**src/verilog/trdb_pkg.sv**
```systemverilog
// shared widths, packet format codes and bundled types of the branch trace encoder
package trdb_pkg;

    localparam int XLEN        = 32;   // instruction address width
    localparam int PRIV_LEN    = 2;
    localparam int CAUSE_LEN   = 5;
    localparam int BMAP_LEN    = 31;   // branch map capacity
    localparam int BCNT_LEN    = $clog2(BMAP_LEN + 1);
    localparam int PAYLOAD_LEN = 128;  // widest payload, left aligned
    localparam int PLEN_LEN    = 5;    // payload length in bytes
    localparam int FIFO_DEPTH  = 4;    // default frame queue depth

    // packet format, top two bits of every payload
    typedef enum logic [1:0] {
        F_OPT_EXT    = 2'h0,
        F_DIFF_DELTA = 2'h1,
        F_ADDR_ONLY  = 2'h2,
        F_SYNC       = 2'h3
    } trdb_format_e;

    typedef enum logic [1:0] {
        SF_START   = 2'h0,
        SF_TRAP    = 2'h1,
        SF_CONTEXT = 2'h2,
        SF_SUPPORT = 2'h3
    } trdb_f_sync_subformat_e;

    // highest priority mode first
    typedef enum logic [2:0] {
        DELTA_ADDRESS      = 3'h0,
        FULL_ADDRESS       = 3'h1,
        IMPLICIT_EXCEPTION = 3'h2,
        SIJUMP             = 3'h3,
        IMPLICIT_RETURN    = 3'h4,
        BRANCH_PREDICTION  = 3'h5,
        JUMP_TARGET_CACHE  = 3'h6
    } trdb_ioptions_e;

    typedef struct packed {
        logic                 valid;
        logic [XLEN-1:0]      iaddr;
        logic                 is_branch;
        logic                 taken;
        logic                 exception;
        logic                 interrupt;
        logic [CAUSE_LEN-1:0] cause;
        logic [XLEN-1:0]      tval;
        logic [PRIV_LEN-1:0]  priv;
        logic                 updiscon;  // uninferable discontinuity
    } trdb_instr_t;

    typedef struct packed {
        logic enable;
        logic delta_address;
        logic full_address;
        logic implicit_exception;
        logic sijump;
        logic encoder_mode;  // 0 = branch trace
    } trdb_cfg_t;

    typedef struct packed {
        trdb_format_e           format;
        trdb_f_sync_subformat_e subformat;
        logic [BCNT_LEN-1:0]    branches;
        logic [BMAP_LEN-1:0]    branch_map;
        logic [XLEN-1:0]        iaddr;
        logic [XLEN-1:0]        diff_addr;
        logic [CAUSE_LEN-1:0]   cause;
        logic [XLEN-1:0]        tval;
        logic                   interrupt;
        logic [PRIV_LEN-1:0]    priv;
        trdb_ioptions_e         ioptions;
        logic                   branch;        // not a taken branch
        logic                   encoder_mode;
    } trdb_req_t;

    typedef struct packed {
        logic [PLEN_LEN-1:0]    payload_length;
        logic [PAYLOAD_LEN-1:0] payload;
    } trdb_packet_t;

    typedef struct packed {
        logic [7:0]   header;  // {format, 1'b0, payload_length}
        trdb_packet_t packet;
    } trdb_frame_t;

endpackage

```
**src/verilog/trdb_branch_map.sv**
```systemverilog
// collects branch outcomes and decides when a trace packet is due
`timescale 1ns/1ps

module trdb_branch_map (
    input  logic                  clk_i,
    input  logic                  reset_i,
    input  trdb_pkg::trdb_cfg_t   cfg_i,
    input  trdb_pkg::trdb_instr_t instr_i,
    output logic                  instr_ready_o,
    input  logic                  stall_i,
    output logic                  req_valid_o,
    output trdb_pkg::trdb_req_t   req_o
);

    logic [trdb_pkg::BMAP_LEN-1:0] bmap_q, bmap_n;
    logic [trdb_pkg::BCNT_LEN-1:0] cnt_q, cnt_n;
    logic [trdb_pkg::XLEN-1:0]     last_addr_q;  // last address put in a packet
    logic                          en_q;
    logic                          pending_start_q;
    logic                          en_edge;
    logic                          can_issue;
    logic                          fire;
    logic                          trig;
    logic                          report_addr;
    trdb_pkg::trdb_ioptions_e      ioptions;
    trdb_pkg::trdb_req_t           req_n;

    assign en_edge   = cfg_i.enable && !en_q;
    // emitter must be empty in the cycle a request lands
    assign can_issue = !stall_i && !req_valid_o;
    assign instr_ready_o = can_issue && !en_edge;  // support packet goes first
    assign fire = instr_i.valid && instr_ready_o && cfg_i.enable;

    // newest outcome in bit 0 where 1 means not taken
    always_comb begin
        bmap_n = bmap_q;
        cnt_n  = cnt_q;
        if (instr_i.is_branch) begin
            bmap_n = {bmap_q[trdb_pkg::BMAP_LEN-2:0], ~instr_i.taken};
            cnt_n  = cnt_q + 1'b1;
        end
    end

    always_comb begin
        if (cfg_i.delta_address) begin
            ioptions = trdb_pkg::DELTA_ADDRESS;
        end else if (cfg_i.full_address) begin
            ioptions = trdb_pkg::FULL_ADDRESS;
        end else if (cfg_i.implicit_exception) begin
            ioptions = trdb_pkg::IMPLICIT_EXCEPTION;
        end else if (cfg_i.sijump) begin
            ioptions = trdb_pkg::SIJUMP;
        end else begin
            ioptions = trdb_pkg::FULL_ADDRESS;  // full addresses are sent then
        end
    end

    always_comb begin
        req_n              = '0;
        req_n.branches     = cnt_n;
        req_n.branch_map   = bmap_n;
        req_n.iaddr        = instr_i.iaddr;
        req_n.diff_addr    = cfg_i.delta_address ? instr_i.iaddr - last_addr_q : instr_i.iaddr;
        req_n.cause        = instr_i.cause;
        req_n.tval         = instr_i.tval;
        req_n.interrupt    = instr_i.interrupt;
        req_n.priv         = instr_i.priv;
        req_n.ioptions     = ioptions;
        req_n.branch       = !(instr_i.is_branch && instr_i.taken);
        req_n.encoder_mode = cfg_i.encoder_mode;
        trig        = 1'b0;
        report_addr = 1'b0;
        if (en_edge) begin
            req_n.format    = trdb_pkg::F_SYNC;
            req_n.subformat = trdb_pkg::SF_SUPPORT;
            trig = can_issue;  // waits for a free emitter
        end else if (fire) begin
            trig        = 1'b1;
            report_addr = 1'b1;
            if (pending_start_q) begin
                req_n.format    = trdb_pkg::F_SYNC;
                req_n.subformat = trdb_pkg::SF_START;
            end else if (instr_i.exception || instr_i.interrupt) begin
                req_n.format    = trdb_pkg::F_SYNC;
                req_n.subformat = trdb_pkg::SF_TRAP;
            end else if (instr_i.updiscon && cnt_n != '0) begin
                req_n.format = trdb_pkg::F_DIFF_DELTA;  // map plus address
            end else if (instr_i.updiscon) begin
                req_n.format = trdb_pkg::F_ADDR_ONLY;
            end else if (cnt_n == trdb_pkg::BMAP_LEN) begin
                req_n.format = trdb_pkg::F_DIFF_DELTA;  // full map without address
                report_addr  = 1'b0;
            end else begin
                trig        = 1'b0;
                report_addr = 1'b0;
            end
        end
    end

    always_ff @(posedge clk_i) begin
        if (reset_i) begin
            req_valid_o     <= 1'b0;
            en_q            <= 1'b0;
            pending_start_q <= 1'b0;
            bmap_q          <= '0;
            cnt_q           <= '0;
            last_addr_q     <= '0;
        end else begin
            req_valid_o <= trig;  // one-cycle pulse
            if (!en_edge || can_issue) en_q <= cfg_i.enable;
            if (report_addr) last_addr_q <= instr_i.iaddr;
            if (trig) begin
                bmap_q          <= '0;
                cnt_q           <= '0;
                pending_start_q <= en_edge;  // support then start
            end else if (fire) begin
                bmap_q <= bmap_n;
                cnt_q  <= cnt_n;
            end
        end
    end

    always_ff @(posedge clk_i) begin
        if (trig) req_o <= req_n;
    end

    // a full map is flushed in the cycle it fills
    cnt_in_range: assert property (
        @(posedge clk_i) disable iff (reset_i)
        cnt_q < trdb_pkg::BMAP_LEN
    );

endmodule

```
**src/verilog/trdb_config_regs.sv**
```systemverilog
// encoder option registers, written by the host through a four-phase req/ack port
`timescale 1ns/1ps

module trdb_config_regs (
    input  logic                clk_i,
    input  logic                reset_i,
    input  logic                cfg_req_i,
    input  logic [1:0]          cfg_addr_i,
    input  logic [7:0]          cfg_wdata_i,
    output logic                cfg_ack_o,
    output trdb_pkg::trdb_cfg_t cfg_o
);

    logic wr_en;

    // only the first cycle of a request writes since ack blocks the rest
    assign wr_en = cfg_req_i && !cfg_ack_o;

    always_ff @(posedge clk_i) begin
        if (reset_i) begin
            cfg_ack_o <= 1'b0;
            cfg_o     <= '0;  // encoder disabled
        end else begin
            cfg_ack_o <= cfg_req_i;  // rises and falls one cycle behind req
            if (wr_en) begin
                case (cfg_addr_i)
                    2'd0: begin
                        cfg_o.enable       <= cfg_wdata_i[0];
                        cfg_o.encoder_mode <= cfg_wdata_i[1];
                    end
                    2'd1: begin
                        cfg_o.delta_address      <= cfg_wdata_i[0];
                        cfg_o.full_address       <= cfg_wdata_i[1];
                        cfg_o.implicit_exception <= cfg_wdata_i[2];
                        cfg_o.sijump             <= cfg_wdata_i[3];
                    end
                    default: ;  // acked with nothing behind it
                endcase
            end
        end
    end

    // host keeps req up until it sees ack
    req_held_until_ack: assert property (
        @(posedge clk_i) disable iff (reset_i)
        $fell(cfg_req_i) |-> cfg_ack_o
    );

endmodule

```
**src/verilog/trdb_encapsulator.sv**
```systemverilog
// adds the length/format header and queues frames toward the output port
`timescale 1ns/1ps

module trdb_encapsulator #(
    parameter int DEPTH = 4
) (
    input  logic                   clk_i,
    input  logic                   reset_i,
    input  logic                   pkt_valid_i,
    input  trdb_pkg::trdb_packet_t pkt_i,
    output logic                   pkt_ready_o,
    output logic                   frame_valid_o,
    output trdb_pkg::trdb_frame_t  frame_o,
    input  logic                   frame_ready_i
);

    localparam int PTR_W = (DEPTH > 1) ? $clog2(DEPTH) : 1;
    localparam int CNT_W = $clog2(DEPTH + 1);

    trdb_pkg::trdb_frame_t mem [DEPTH];
    trdb_pkg::trdb_frame_t frame_in;
    logic [PTR_W-1:0]      wr_ptr_q, rd_ptr_q;
    logic [CNT_W-1:0]      cnt_q;
    logic                  wr_en, rd_en;

    // format from the payload's leading bits and length in the low bits
    assign frame_in.header = {pkt_i.payload[trdb_pkg::PAYLOAD_LEN-1 -: 2], 1'b0,
                              pkt_i.payload_length};
    assign frame_in.packet = pkt_i;

    assign pkt_ready_o   = (cnt_q != CNT_W'(DEPTH));
    assign frame_valid_o = (cnt_q != '0);
    assign frame_o       = mem[rd_ptr_q];  // head of queue
    assign wr_en = pkt_valid_i && pkt_ready_o;
    assign rd_en = frame_valid_o && frame_ready_i;

    always_ff @(posedge clk_i) begin
        if (reset_i) begin
            wr_ptr_q <= '0;
            rd_ptr_q <= '0;
            cnt_q    <= '0;
        end else begin
            if (wr_en) begin
                wr_ptr_q <= (wr_ptr_q == PTR_W'(DEPTH - 1)) ? '0 : wr_ptr_q + 1'b1;
            end
            if (rd_en) begin
                rd_ptr_q <= (rd_ptr_q == PTR_W'(DEPTH - 1)) ? '0 : rd_ptr_q + 1'b1;
            end
            cnt_q <= cnt_q + CNT_W'(wr_en) - CNT_W'(rd_en);
        end
    end

    always_ff @(posedge clk_i) begin
        if (wr_en) mem[wr_ptr_q] <= frame_in;
    end

    // occupancy within depth and in step with the pointer distance
    fifo_no_overflow: assert property (
        @(posedge clk_i) disable iff (reset_i)
        cnt_q <= CNT_W'(DEPTH)
            && (int'(rd_ptr_q) + int'(cnt_q)) % DEPTH == int'(wr_ptr_q)
    );

endmodule

```
**src/verilog/trdb_packet_emitter.sv**
```systemverilog
// builds the left-aligned packet payload and its byte length for each format
`timescale 1ns/1ps

module trdb_packet_emitter (
    input  logic                   clk_i,
    input  logic                   reset_i,
    input  logic                   req_valid_i,
    input  trdb_pkg::trdb_req_t    req_i,
    input  logic                   pkt_ready_i,
    output logic                   pkt_valid_o,
    output trdb_pkg::trdb_packet_t pkt_o,
    output logic                   busy_o
);

    localparam int PL = trdb_pkg::PAYLOAD_LEN;
    localparam int XL = trdb_pkg::XLEN;

    // payload widths in bits
    localparam int START_BITS   = 5 + trdb_pkg::PRIV_LEN + XL;
    localparam int TRAP_BITS    = 7 + trdb_pkg::PRIV_LEN + trdb_pkg::CAUSE_LEN + 2 * XL;
    localparam int SUPPORT_BITS = 8 + $bits(trdb_pkg::trdb_ioptions_e);
    localparam int ADDR_BITS    = 5 + XL;
    localparam int F1_FULL_BITS = 2 + trdb_pkg::BCNT_LEN + trdb_pkg::BMAP_LEN;
    localparam int F1_ADDR_BITS = F1_FULL_BITS + XL + 3;

    logic                   notify_f2;
    logic                   notify_f1;
    trdb_pkg::trdb_packet_t pkt_d;

    // notify is the top bit of the address field, updiscon and irreport copy it
    assign notify_f2 = req_i.iaddr[XL-1];
    assign notify_f1 = req_i.diff_addr[XL-1];

    always_comb begin
        pkt_d = '0;
        case (req_i.format)
            trdb_pkg::F_SYNC: begin
                case (req_i.subformat)
                    trdb_pkg::SF_START: begin
                        pkt_d.payload = {trdb_pkg::F_SYNC, trdb_pkg::SF_START, req_i.branch,
                                         req_i.priv, req_i.iaddr, {(PL - START_BITS){1'b0}}};
                        pkt_d.payload_length = trdb_pkg::PLEN_LEN'((START_BITS + 7) / 8);
                    end
                    trdb_pkg::SF_TRAP: begin
                        // thaddr clear, address is the trapping instruction
                        pkt_d.payload = {trdb_pkg::F_SYNC, trdb_pkg::SF_TRAP, req_i.branch,
                                         req_i.priv, req_i.cause, req_i.interrupt, 1'b0,
                                         req_i.iaddr, req_i.tval, {(PL - TRAP_BITS){1'b0}}};
                        pkt_d.payload_length = trdb_pkg::PLEN_LEN'((TRAP_BITS + 7) / 8);
                    end
                    trdb_pkg::SF_SUPPORT: begin
                        // sent only on enable, so ienable is set
                        pkt_d.payload = {trdb_pkg::F_SYNC, trdb_pkg::SF_SUPPORT, 1'b1,
                                         req_i.encoder_mode, 2'b00, req_i.ioptions,
                                         {(PL - SUPPORT_BITS){1'b0}}};
                        pkt_d.payload_length = trdb_pkg::PLEN_LEN'((SUPPORT_BITS + 7) / 8);
                    end
                    default: ;  // context subformat not produced
                endcase
            end
            trdb_pkg::F_ADDR_ONLY: begin
                pkt_d.payload = {trdb_pkg::F_ADDR_ONLY, req_i.iaddr,
                                 {3{notify_f2}}, {(PL - ADDR_BITS){1'b0}}};
                pkt_d.payload_length = trdb_pkg::PLEN_LEN'((ADDR_BITS + 7) / 8);
            end
            trdb_pkg::F_DIFF_DELTA: begin
                if (req_i.branches < trdb_pkg::BMAP_LEN) begin  // map not full, address needed
                    pkt_d.payload = {trdb_pkg::F_DIFF_DELTA, req_i.branches, req_i.branch_map,
                                     req_i.diff_addr, {3{notify_f1}},
                                     {(PL - F1_ADDR_BITS){1'b0}}};
                    pkt_d.payload_length = trdb_pkg::PLEN_LEN'((F1_ADDR_BITS + 7) / 8);
                end else begin
                    pkt_d.payload = {trdb_pkg::F_DIFF_DELTA, req_i.branches, req_i.branch_map,
                                     {(PL - F1_FULL_BITS){1'b0}}};
                    pkt_d.payload_length = trdb_pkg::PLEN_LEN'((F1_FULL_BITS + 7) / 8);
                end
            end
            default: ;  // format 0 not supported
        endcase
    end

    always_ff @(posedge clk_i) begin
        if (reset_i) begin
            pkt_valid_o <= 1'b0;
        end else if (req_valid_i) begin
            pkt_valid_o <= 1'b1;
        end else if (pkt_ready_i) begin
            pkt_valid_o <= 1'b0;  // taken by the encapsulator
        end
    end

    always_ff @(posedge clk_i) begin
        if (req_valid_i) pkt_o <= pkt_d;
    end

    assign busy_o = pkt_valid_o && !pkt_ready_i;  // holding a packet

    // branch map must not send while a packet is held
    held_pkt_stable: assert property (
        @(posedge clk_i) disable iff (reset_i)
        pkt_valid_o && !pkt_ready_i |=> pkt_valid_o && $stable(pkt_o)
    );

endmodule

```
**src/verilog/trdb_top.sv**
```systemverilog
// branch trace encoder top, config block beside the branch map it steers
`timescale 1ns/1ps

module trdb_top #(
    parameter int FIFO_DEPTH = trdb_pkg::FIFO_DEPTH
) (
    input  logic                  clk_i,
    input  logic                  reset_i,
    input  logic                  cfg_req_i,
    input  logic [1:0]            cfg_addr_i,
    input  logic [7:0]            cfg_wdata_i,
    output logic                  cfg_ack_o,
    input  trdb_pkg::trdb_instr_t instr_i,
    output logic                  instr_ready_o,
    output logic                  frame_valid_o,
    output trdb_pkg::trdb_frame_t frame_o,
    input  logic                  frame_ready_i
);

    trdb_pkg::trdb_cfg_t    cfg;
    trdb_pkg::trdb_req_t    req;
    trdb_pkg::trdb_packet_t pkt;
    logic                   req_valid;
    logic                   pkt_valid;
    logic                   pkt_ready;  // low while the queue is full
    logic                   busy;       // emitter holding a packet

    trdb_config_regs i_config_regs (
        .clk_i       (clk_i),
        .reset_i     (reset_i),
        .cfg_req_i   (cfg_req_i),
        .cfg_addr_i  (cfg_addr_i),
        .cfg_wdata_i (cfg_wdata_i),
        .cfg_ack_o   (cfg_ack_o),
        .cfg_o       (cfg)
    );

    trdb_branch_map i_branch_map (
        .clk_i         (clk_i),
        .reset_i       (reset_i),
        .cfg_i         (cfg),
        .instr_i       (instr_i),
        .instr_ready_o (instr_ready_o),
        .stall_i       (busy),
        .req_valid_o   (req_valid),
        .req_o         (req)
    );

    trdb_packet_emitter i_packet_emitter (
        .clk_i       (clk_i),
        .reset_i     (reset_i),
        .req_valid_i (req_valid),
        .req_i       (req),
        .pkt_ready_i (pkt_ready),
        .pkt_valid_o (pkt_valid),
        .pkt_o       (pkt),
        .busy_o      (busy)
    );

    trdb_encapsulator #(
        .DEPTH (FIFO_DEPTH)
    ) i_encapsulator (
        .clk_i         (clk_i),
        .reset_i       (reset_i),
        .pkt_valid_i   (pkt_valid),
        .pkt_i         (pkt),
        .pkt_ready_o   (pkt_ready),
        .frame_valid_o (frame_valid_o),
        .frame_o       (frame_o),
        .frame_ready_i (frame_ready_i)
    );

endmodule
```
**config.mk**
```make
export PLATFORM = sky130hd
export DESIGN_NAME = trdb_top
export DESIGN_NICKNAME = d
export VERILOG_FILES = /design/src/verilog/trdb_pkg.sv /design/src/verilog/trdb_branch_map.sv /design/src/verilog/trdb_config_regs.sv /design/src/verilog/trdb_encapsulator.sv /design/src/verilog/trdb_packet_emitter.sv /design/src/verilog/trdb_top.sv
export SDC_FILE = /design/constraint.sdc
export NUM_CORES = 1
export LEC_CHECK = 0
export BUFFER_PORTS_ARGS = -buffer_cell sky130_fd_sc_hd__buf_2
export CAP_MARGIN = 20
export CORE_MARGIN = 4
export CORE_UTILIZATION = 50
export DETAILED_ROUTE_END_ITERATION = 12
export PLACE_DENSITY = 0.68
export SLEW_MARGIN = 20
export SYNTH_ARGS = -nofsm -noshare
export SYNTH_HDL_FRONTEND = slang
export SYNTH_HIERARCHICAL = 1
export SYNTH_SLANG_ARGS = --single-unit
export TNS_END_PERCENT = 100
```
**constraint.sdc**
```tcl
create_clock -name clk_i -period 8.64 [get_ports clk_i]
set_input_delay 0.864 -clock clk_i [delete_from_list [all_inputs] [get_ports clk_i]]
set_output_delay 0.864 -clock clk_i [all_outputs]
set_load 0.005 [all_outputs]
```
After elaboration in Yosys (flattened, before gate mapping)

Memory sizes are Yosys's and may differ from the RTL's. A register that Yosys moved wholly into a read port is not among the register bits.
Cells that the tools add are included.

Bits in registers: 368
Bits in latches: 0
RAM bits: 560
Bits in read-only memories: 0
Bits of input ports: 91
Output and inout port bits: 144
Memories: 1

Memories:

| memory             | depth | width | rd ports | clocked after Yosys merged registers in | write ports | RTL line                | text |
|---|---|---|---|---|---|---|---|
| i_encapsulator.mem | 4     | 140   | 1        | 1                                       | 1           | trdb_encapsulator.sv:20 | `trdb_pkg::trdb_frame_t mem [DEPTH];` |

Add/subtract/negate cells: 6
Multiply operators: 0
Div/mod/pow operators: 0
Magnitude comparators: 1
Equality and inequality tests: 10
Shift operators: 0
Mux-type cells: 37
Bitwise gates (word level): 1
Reductions and logical operators: 30

Operators by type and width:

| kind                                                            | number |
|---|---|
| 133-bit case mux with 3 select lines                            | 1 |
| 132-bit case mux with 3 select lines                            | 1 |
| 132-bit 2-to-1 mux                                              | 1 |
| 32-bit 2-to-1 mux                                               | 1 |
| 32-bit subtractor                                               | 1 |
| 31-bit 2-to-1 mux                                               | 1 |
| 1-bit 2-to-1 mux                                                | 20 |
| 2-bit 2-to-1 mux                                                | 9 |
| 1-bit logical AND                                               | 11 |
| 2-bit == test, second input constant                            | 5 |
| 4-bit 2-to-1 mux                                                | 2 |
| 1-bit logical NOT                                               | 7 |
| 2-bit by 1-bit == test with 1-bit output, second input constant | 3 |
| 5-bit by 1-bit adder with 5-bit output, second input constant   | 1 |
| 5-bit == test, second input constant                            | 1 |
| 5-bit less-than comparator, second input constant               | 1 |
| 5-bit 2-to-1 mux                                                | 1 |
| 5-bit nonzero test                                              | 1 |
| 2-bit by 1-bit adder with 2-bit output, second input constant   | 2 |
| 2-bit logical NOT                                               | 2 |
| 2-bit AND reduction                                             | 2 |
| 2-bit OR reduction                                              | 2 |
| 3-bit by 1-bit adder with 3-bit output                          | 1 |
| 3-bit inequality test, second input constant                    | 1 |
| 6 further kinds                                                 | 7 |

Logic depth before layout (Yosys ltp)

Gate-level depths: netlist of run 1.

Word-level depth: 11
Depth in mapped cells: 13

Hierarchy

Netlist of run 1, hierarchy kept.

By module, submodules not included:

| module              | instances | cells each | area each (µm²) | sequential area each (µm²) |
|---|---|---|---|---|
| trdb_encapsulator   | 1         | 756        | 19726.4         | 16155.5 |
| trdb_branch_map     | 1         | 832        | 9590.4          | 5865.6 |
| trdb_packet_emitter | 1         | 346        | 4251.6          | 2452.4 |
| trdb_config_regs    | 1         | 28         | 324.1           | 140.1 |

Worst setup path before layout of run 1

OpenSTA, ideal clock, no wires.

Path type: register to register
Start: register i_branch_map.req_valid_o
End: register i_branch_map/req_o[0] (netlist name) (enable)
Arrival: 5.452 ns
Setup slack: 2.688 ns
Stages on the path, launching flop included: 8
Buffers on the path: 1
Period minus slack after synthesis: 5.952 ns
Cell sequence: dfxtp_1 -> nor2_1 -> and4_1 -> clkbuf_1 -> o21ai_1 -> nand2_1 -> o21ai_0 -> inv_1

Longest elaborated chain between the ends: 7

Ends and longest elaborated chain:

| item                           | RTL line               | text |
|---|---|---|
| start, declared                | trdb_branch_map.sv:11  | `output logic req_valid_o,` |
| start signal, assigned         | trdb_branch_map.sv:109 | `req_valid_o <= trig;` |
| 1-bit logical NOT *            | trdb_branch_map.sv:30  | `assign can_issue = !stall_i && !req_valid_o;` |
| 1-bit logical AND *            | trdb_branch_map.sv:30  |  |
| 1-bit logical AND              | trdb_branch_map.sv:31  | `assign instr_ready_o = can_issue && !en_edge;` |
| 1-bit logical AND (2 in a row) | trdb_branch_map.sv:32  | `assign fire = instr_i.valid && instr_ready_o && cfg_i.enable;` |
| 1-bit 2-to-1 mux               | trdb_branch_map.sv:77  | `end else if (fire) begin` |
| 1-bit 2-to-1 mux *             | trdb_branch_map.sv:73  | `if (en_edge) begin` |
| via i_branch_map.trig          | trdb_branch_map.sv:23  | `logic trig;` |
| end signal, assigned           | trdb_branch_map.sv:124 | `if (trig) req_o <= req_n;` |
| end, declared                  | trdb_branch_map.sv:12  | `output trdb_pkg::trdb_req_t req_o` |

The timed path passes the listed nets; every way through them passes the cells marked *.
A chain may end at the register's enable or synchronous reset.

Worst setup path after layout of run 1

Start: register i_encapsulator.cnt_q[1]
End: register i_branch_map/req_o[19] (netlist name) (enable)

Longest elaborated chain between the ends: 10

Ends and longest elaborated chain:

| item                           | RTL line                  | text |
|---|---|---|
| start, declared                | trdb_encapsulator.sv:23   | `logic [CNT_W-1:0] cnt_q;` |
| start signal, assigned         | trdb_encapsulator.sv:49   | `cnt_q <= cnt_q + CNT_W'(wr_en) - CNT_W'(rd_en);` |
| 3-bit inequality test *        | trdb_encapsulator.sv:31   | `assign pkt_ready_o = (cnt_q != CNT_W'(DEPTH));` |
| via pkt_ready                  | trdb_top.sv:25            | `logic pkt_ready;` |
| 1-bit logical NOT *            | trdb_packet_emitter.sv:96 | `assign busy_o = pkt_valid_o && !pkt_ready_i;` |
| 1-bit logical AND *            | trdb_packet_emitter.sv:96 |  |
| via busy                       | trdb_top.sv:26            | `logic busy;` |
| 1-bit logical NOT *            | trdb_branch_map.sv:30     |  |
| 1-bit logical AND *            | trdb_branch_map.sv:30     |  |
| 1-bit logical AND              | trdb_branch_map.sv:31     |  |
| 1-bit logical AND (2 in a row) | trdb_branch_map.sv:32     |  |
| 1-bit 2-to-1 mux               | trdb_branch_map.sv:77     |  |
| 1-bit 2-to-1 mux *             | trdb_branch_map.sv:73     |  |
| via i_branch_map.trig          | trdb_branch_map.sv:23     |  |

Marks and branches as above.

==> results of run 1 <==
[power by group]
part	leakage, nW	total [mW]	internal (mW)	switching (mW)
sequential	7.51	4.55	4.49	0.0609
combinational	3.90	1.05	0.530	0.516
clock	1.34	3.61	2.12	1.49
[path summary, 6_finish.rpt]
kind / depth (start not counted) / to / start
setup / recovery: 10 / i_branch_map/req_o[19] / i_encapsulator/cnt_q[1]
hold / removal: 1 / i_branch_map/req_o[10] / instr_i[5]
setup reg to reg: 10 / i_branch_map/req_o[19] / i_encapsulator/cnt_q[1]
hold reg to reg: 0 / i_branch_map/req_o[0] / i_config_regs/cfg_o[0]
[per-stage QoR]
stage	hold WS (ns)	utilization [%]	cells
final	0.415	57.2	3138
after global routing	0.385	57.2	3137
after CTS	0.367	57.2	3137
after detailed placement	0.427	53.1	2982
after global placement	0.422	53.1	2982
after floorplan	0.409	-	2012
[state kept, by name, indices dropped and copies added (netlist names), 2 cells and up, named ones only]
signal / cells
i_encapsulator/wr_ptr_q: 2
i_branch_map/bmap_q: 31
i_config_regs/cfg_o: 6
i_branch_map/req_o: 148
i_branch_map/cnt_q: 5
i_encapsulator/cnt_q: 3
i_packet_emitter/pkt_o: 81
i_encapsulator/rd_ptr_q: 2
i_branch_map/last_addr_q: 32
i_encapsulator/mem: 532
[kinds of logic (layout without fill, tap and decap cells)]
family          count (synthesis)  in the layout  share of synthesized area, %
fa+ha+maj                      41             41                          1.56
buf+inv                       213            465                          3.42
flops                         849            849                          72.6
mux                           200            200                          11.0
compound gates                298            298                          6.04
simple gates                  324            324                          4.43
xor+xnor                       34             34                         0.879
other cells                     3             54                        0.0332
[cell type report]
cell class                      count  area (sq um)
Fill cell                        5032         28700
Multi-Input combinational cell    950          8370
Clock inverter                     37           415
Inverter                           57           219
Clock buffer                      118          2350
Timing Repair Buffer              253          1340
Antenna cell                        1          2.50
Sequential cell                   849         24600
Tap cell                          873          1090
[per-layer routing]
layer | up-vias | GRT usage [%] | routed length, um
met2 | 614 | 31.9 | 34500
met3 | 108 | 3.56 | 4580
met5 | - | 0 | 8
met4 | 2 | 5.69 | 1580
met1 | 9002 | 28.0 | 30500
li1 | 8010 | - | -
[cell usage in the layout, fill, tap and decap left out, drive strengths merged, types with 24 or more instances in the layout]
master,n
edfxtp,761
buf,253
nand2,191
mux4,133
clkbuf,118
a21oi,102
dfxtp,88
inv,61
conb,53
mux2,52
a22oi,47
ha,39
a22o,37
nor2,35
o21ai,29
xnor2,24
clkinv,24
[critical path, stage by stage (launching register included)]
cell and delay [ns]:
dfxtp_1 0.44, or3b_1 0.30, nor2b_1 0.16, nor2_1 0.30, and4_1 0.23, buf_4 0.39, o21ai_4 0.37, nand2_1 0.16
o21ai_0 0.27, inv_6 0.66, buf_4 0.80
==> reports/results.ini, run 1 <==
[placed_design]
dp_hpwl_mm = 45.1
port_buffers = 229
placed_cell_area_sq_um = 35600
post-place-ws_ns = 3.95
gp_congestion = 0.893

[detailed_routing]
num_vias = 17736
wire_per_inst_um = 22.7
drtIter0Drc = 1678
drc = 0
postRouteAntennaNets = 0
postRouteWirelength_mm = 71.2
via_per_inst = 5.65
dr.pass1.iters = 7

[power]
p_total_mw = 9.21
powerDensity_nw_per_um2 = 240
p_leak_nw = 12.8
irDropWorstVdd_uv = 185

[clocking]
cts_resized = 0
root_buffer = clkbuf_16
worst_setup_hold_path_clk_slew_ns = 0.06
clk_latency_ns = 0.62
post_cts_buffers = 0
cts_tree = yes
cts_hold_buf = 0
cts_num_sinks = 849
cts_max_level = 3
clk_path_buf_depth = 3
numCtsBuffers = 86

[finish]
layout-drive-gt1-share_pct = 26.1
syn2layout_area_growth_pct = 13.4
design_area_sq_um = 38400
nNetsFinal = 2329

[worst_setup_path]
ff2ff_setup_slack_ns = 4.03
criticalPathCategory = reg2reg
worstPathRequired_ns = 8.88
crit_arrival_ns = 4.85
crit_path_max_fanout = 83
critPathLaunchType = flip-flop
endpoint_kind = flip-flop

[logic_synthesis]
synth_edf_count = 761
synth_top_area_cell = edfxtp_1
ys_ff_latch = 849
synth_common_cells = 761 x edfxtp_1, 191 x nand2_1, 133 x mux4_2, 102 x a21oi_1, 88 x dfxtp_1
yosysMostFrequentCell = edfxtp_1
avgSynthCellArea_sq_um = 17.3
synth_area_leaders = edfxtp_1 67%, mux4_2 8.8%, dfxtp_1 5.2%
synth_area_sq_um = 33900
yosys_warnings = 6
async_reset_ff_share_pct = 0
synth.distinct_cells = 81
ys_seq_area_share_pct = 72.6
synthCells = 1962
netlist.area_leader.share_pct = 67.4
synth_ff_type = edfxtp_1

[floorplan]
core_sq_um = 67200
fp.dieW_um = 268
dieArea_sq_um = 72000
start_util_pct = 50.5
row_count = 95
ios = 235
die-height_um = 268

[sta]
setup_viol = 0
tightestPinTransition_ns = 1.08
post-route-min-period_ns = 4.61
timing.final.max_slew_violations = 0
maxSlewHeadroom_pct = 27.6
finalSetupTns_ns = 0
timing.final.ws_setup_ns = 4.03
hold_viol = 0
skew_ns = 0.0208
fmax_mhz = 217
fin_crit_sh_pct = 53.4
rsz0062_at_grt = no

[global_route]
grt_use_total_pct = 19.7
grt_max_degree = 86
grt_pass1_wl_mm = 108
antenna_found_initial = 2
first_global_vias = 17877
grt_remaining_overflow = 0

[outcome]
status = finished clean

[flow_run]
maxCapViolations = 0

[min_path]
holdCritPathClass = in2reg

Power figures use the tool's default switching activity.
==> run 2, diff against run 1 <==
==> constraint.sdc (replaced) <==
create_clock -name clk_i -period 4.47 [get_ports clk_i]
set_input_delay 0.447 -clock clk_i [delete_from_list [all_inputs] [get_ports clk_i]]
set_output_delay 0.447 -clock clk_i [all_outputs]
set_load 0.005 [all_outputs]
==> run 2 against run 1 <==
  * Worst setup slack worse by 2.8 ns
  * Count of clock-buffer cells in the layout down 2
  * Register-to-register slack worse by 2.8 ns
  * Fmax up 43%
  * Die area unchanged
  * Total power up 93%
  * Sequential power up 95%
  * Critical endpoint is now i_branch_map/req_o[14]
  * Highest routed layer unchanged
  * Hold slack worse by 0.37 ns
  * Utilization up 0.74 points
  * Critical path depth down 1
==> reports/results.ini, run 2 (synthesized netlist as in run 1, its figures left out) <==
[outcome]
status = finished clean

[global_route]
first_global_vias = 17555  ; -1.8%
grt_use_total_pct = 19.5  ; -0.20 points
grt_remaining_overflow = 0  ; unchanged
antenna_found_initial = 4  ; +2
grt_max_degree = 60  ; -30%
grt_pass1_wl_mm = 106  ; -1.4%

[finish]
layout_commonest_cell = edfxtp_1
syn2layout_area_growth_pct = 14.8
largest_reg_flops = 532  ; unchanged
final_cell_mix = 761 x edfxtp_1, 228 x buf_2, 191 x nand2_1, 133 x mux4_2, 102 x a21oi_1
instances_no_fill = 3182  ; +1.4%
nNetsFinal = 2375  ; +2.0%
top_regs = i_encapsulator/mem (532), i_branch_map/req_o (148), i_packet_emitter/pkt_o (81)
design_area_sq_um = 38900  ; +1.3%
top_register = i_encapsulator/mem
utilization_pct = 58.0  ; +0.74 points
layout-drive-gt1-share_pct = 26.1  ; -0.097 points

[worst_setup_path]
reg2reg_from = i_encapsulator/cnt_q[1]
ff2ff_setup_slack_ns = 1.24  ; -2.79 ns
worstPathRequired_ns = 4.82  ; -4.06 ns
r2r_end = i_branch_map/req_o[14]
r2r_cells = 9  ; -1
crit_arrival_ns = 3.57  ; -1.28 ns
endpoint_kind = flip-flop
criticalPathCategory = reg2reg
critPathLaunchType = flip-flop
crit_path_max_fanout = 26  ; -69%

[placed_design]
placed_cell_area_sq_um = 35900  ; +0.74%
dp_hpwl_mm = 46.2  ; +2.4%
post-place-ws_ns = 1.16  ; -2.79 ns
port_buffers = 229  ; unchanged
gp_congestion = 0.951  ; +6.5%
placed_cells = 2997  ; +0.50%

[power]
powerDensity_nw_per_um2 = 456  ; +90%
p_clk_share_pct = 38.6  ; -0.7 points
p_leak_nw = 12.9  ; +1.5%
p_comb_share_pct = 11.5  ; about the same
p_total_mw = 17.7  ; +93%
seqPwrFrac_pct = 49.9  ; +0.5 points
sw_frac_of_total_pct = 22.2  ; -0.31 points
internal_power_mw = 13.8  ; +93%
irDropWorstVdd_uv = 256  ; +38%
switchingPower_mw = 3.93  ; +90%

[clocking]
root_buffer = clkbuf_16
cts_resized = 0  ; unchanged
cts_num_sinks = 849  ; unchanged
post_cts_buffers = 0  ; unchanged
numCtsBuffers = 85  ; -1.2%
clk_latency_ns = 0.61  ; about the same
cts_tree = yes
clk_path_buf_depth = 3  ; unchanged
cts_max_level = 3  ; unchanged
worst_setup_hold_path_clk_slew_ns = 0.06  ; about the same

[floorplan]
start_util_pct = 50.5  ; unchanged
fp.dieW_um = 268  ; unchanged
die-height_um = 268  ; unchanged
core_sq_um = 67200  ; unchanged
ios = 235  ; unchanged
row_count = 95  ; unchanged
dieArea_sq_um = 72000  ; unchanged

[min_path]
hold_end = i_branch_map/req_o[40]
whs_path_depth = 1  ; unchanged
holdCritPathClass = in2reg
hold_start = instr_i[35]

[sta]
whs_ns = 0.0453  ; -0.369 ns
timing.final.ws_setup_ns = 1.24  ; -2.79 ns
rsz0062_at_grt = no
maxSlewHeadroom_pct = 25.4  ; -2.2 points
fin_crit_sh_pct = 72.2  ; +19 points
tightestPinTransition_ns = 1.12  ; +0.0380 ns
skew_ns = 0.0193  ; -0.00148 ns
timing.final.max_slew_violations = 0  ; unchanged
setup_viol = 0  ; unchanged
post-route-min-period_ns = 3.23  ; -1.38 ns
fmax_mhz = 310  ; +43%
hold_viol = 0  ; unchanged
finalSetupTns_ns = 0  ; unchanged

[detailed_routing]
dr.pass1.iters = 6  ; -1
num_vias = 17765  ; +0.16%
drc = 0  ; unchanged
via_per_inst = 5.58  ; -1.2%
postRouteAntennaNets = 0  ; unchanged
wire_per_inst_um = 22.3  ; -1.6%
drtIter0Drc = 1581  ; -5.8%
postRouteWirelength_mm = 71.1  ; -0.17%

[flow_run]
maxCapViolations = 0  ; unchanged

## run 2: layer usage
layer / up-vias / global-route usage, % / wire length (um)
li1: 8108 / - / -
met1: 8982 / 27.4 / 30500
met2: 549 / 32.1 / 34900
met3: 124 / 2.98 / 3830
met4: 2 / 5.99 / 1850
met5: - / 0 / 12
## run 2: power groups by stage
stage / combinational, mW / clock (mW) / sequential (mW)
2_1_floorplan: 1.45 / 0 / 8.87
3_3_place_gp: 2.04 / 0 / 9.02
3_5_place_dp: 2.05 / 0 / 9.03
4_1_cts: 2.08 / 7.02 / 8.86
5_1_grt: 2.21 / 7.36 / 8.87
6_report: 2.04 / 6.84 / 8.85
## run 2: worst max-delay path by stage
stage	startpoint	to	cells after the start
2_1_floorplan	i_encapsulator/cnt_q[1]	i_branch_map/req_o[0]	10
4_1_cts	flip-flop	frame_o[0]	3
3_3_place_gp	instr_i[44]	i_branch_map/req_o[71]	13
6_report	i_encapsulator/cnt_q[1]	i_branch_map/req_o[14]	9
5_1_grt	i_encapsulator/cnt_q[2]	i_branch_map/req_o[14]	9
3_5_place_dp	instr_i[44]	i_branch_map/req_o[71]	13
## run 2: critical path, cell delays in order, from the launching register on
cell and delay, ns:
dfxtp_1 0.37, or3b_1 0.52, nor2b_2 0.24, nor2_2 0.10, and4_1 0.26, a41oi_2 0.20
nand2_1 0.09, o21ai_2 0.12, clkinvlp_4 0.60, buf_4 0.44
## run 2: final cells by class
cell class	instances	area [sq um]
inverters	57	218
clock buffers	116	2340
fillers	5024	28200
multi-input cells	950	8380
clock inverters	35	340
flip-flops and latches	849	24600
well taps	873	1090
repair buffers	300	1920
diodes	2	5.00
## run 2: timing repair
action | 4_1_cts | 5_1_grt
hold buffers | 31 | 0
hold endpoints to repair | 31 | 0
setup endpoints to repair | 0 | 0
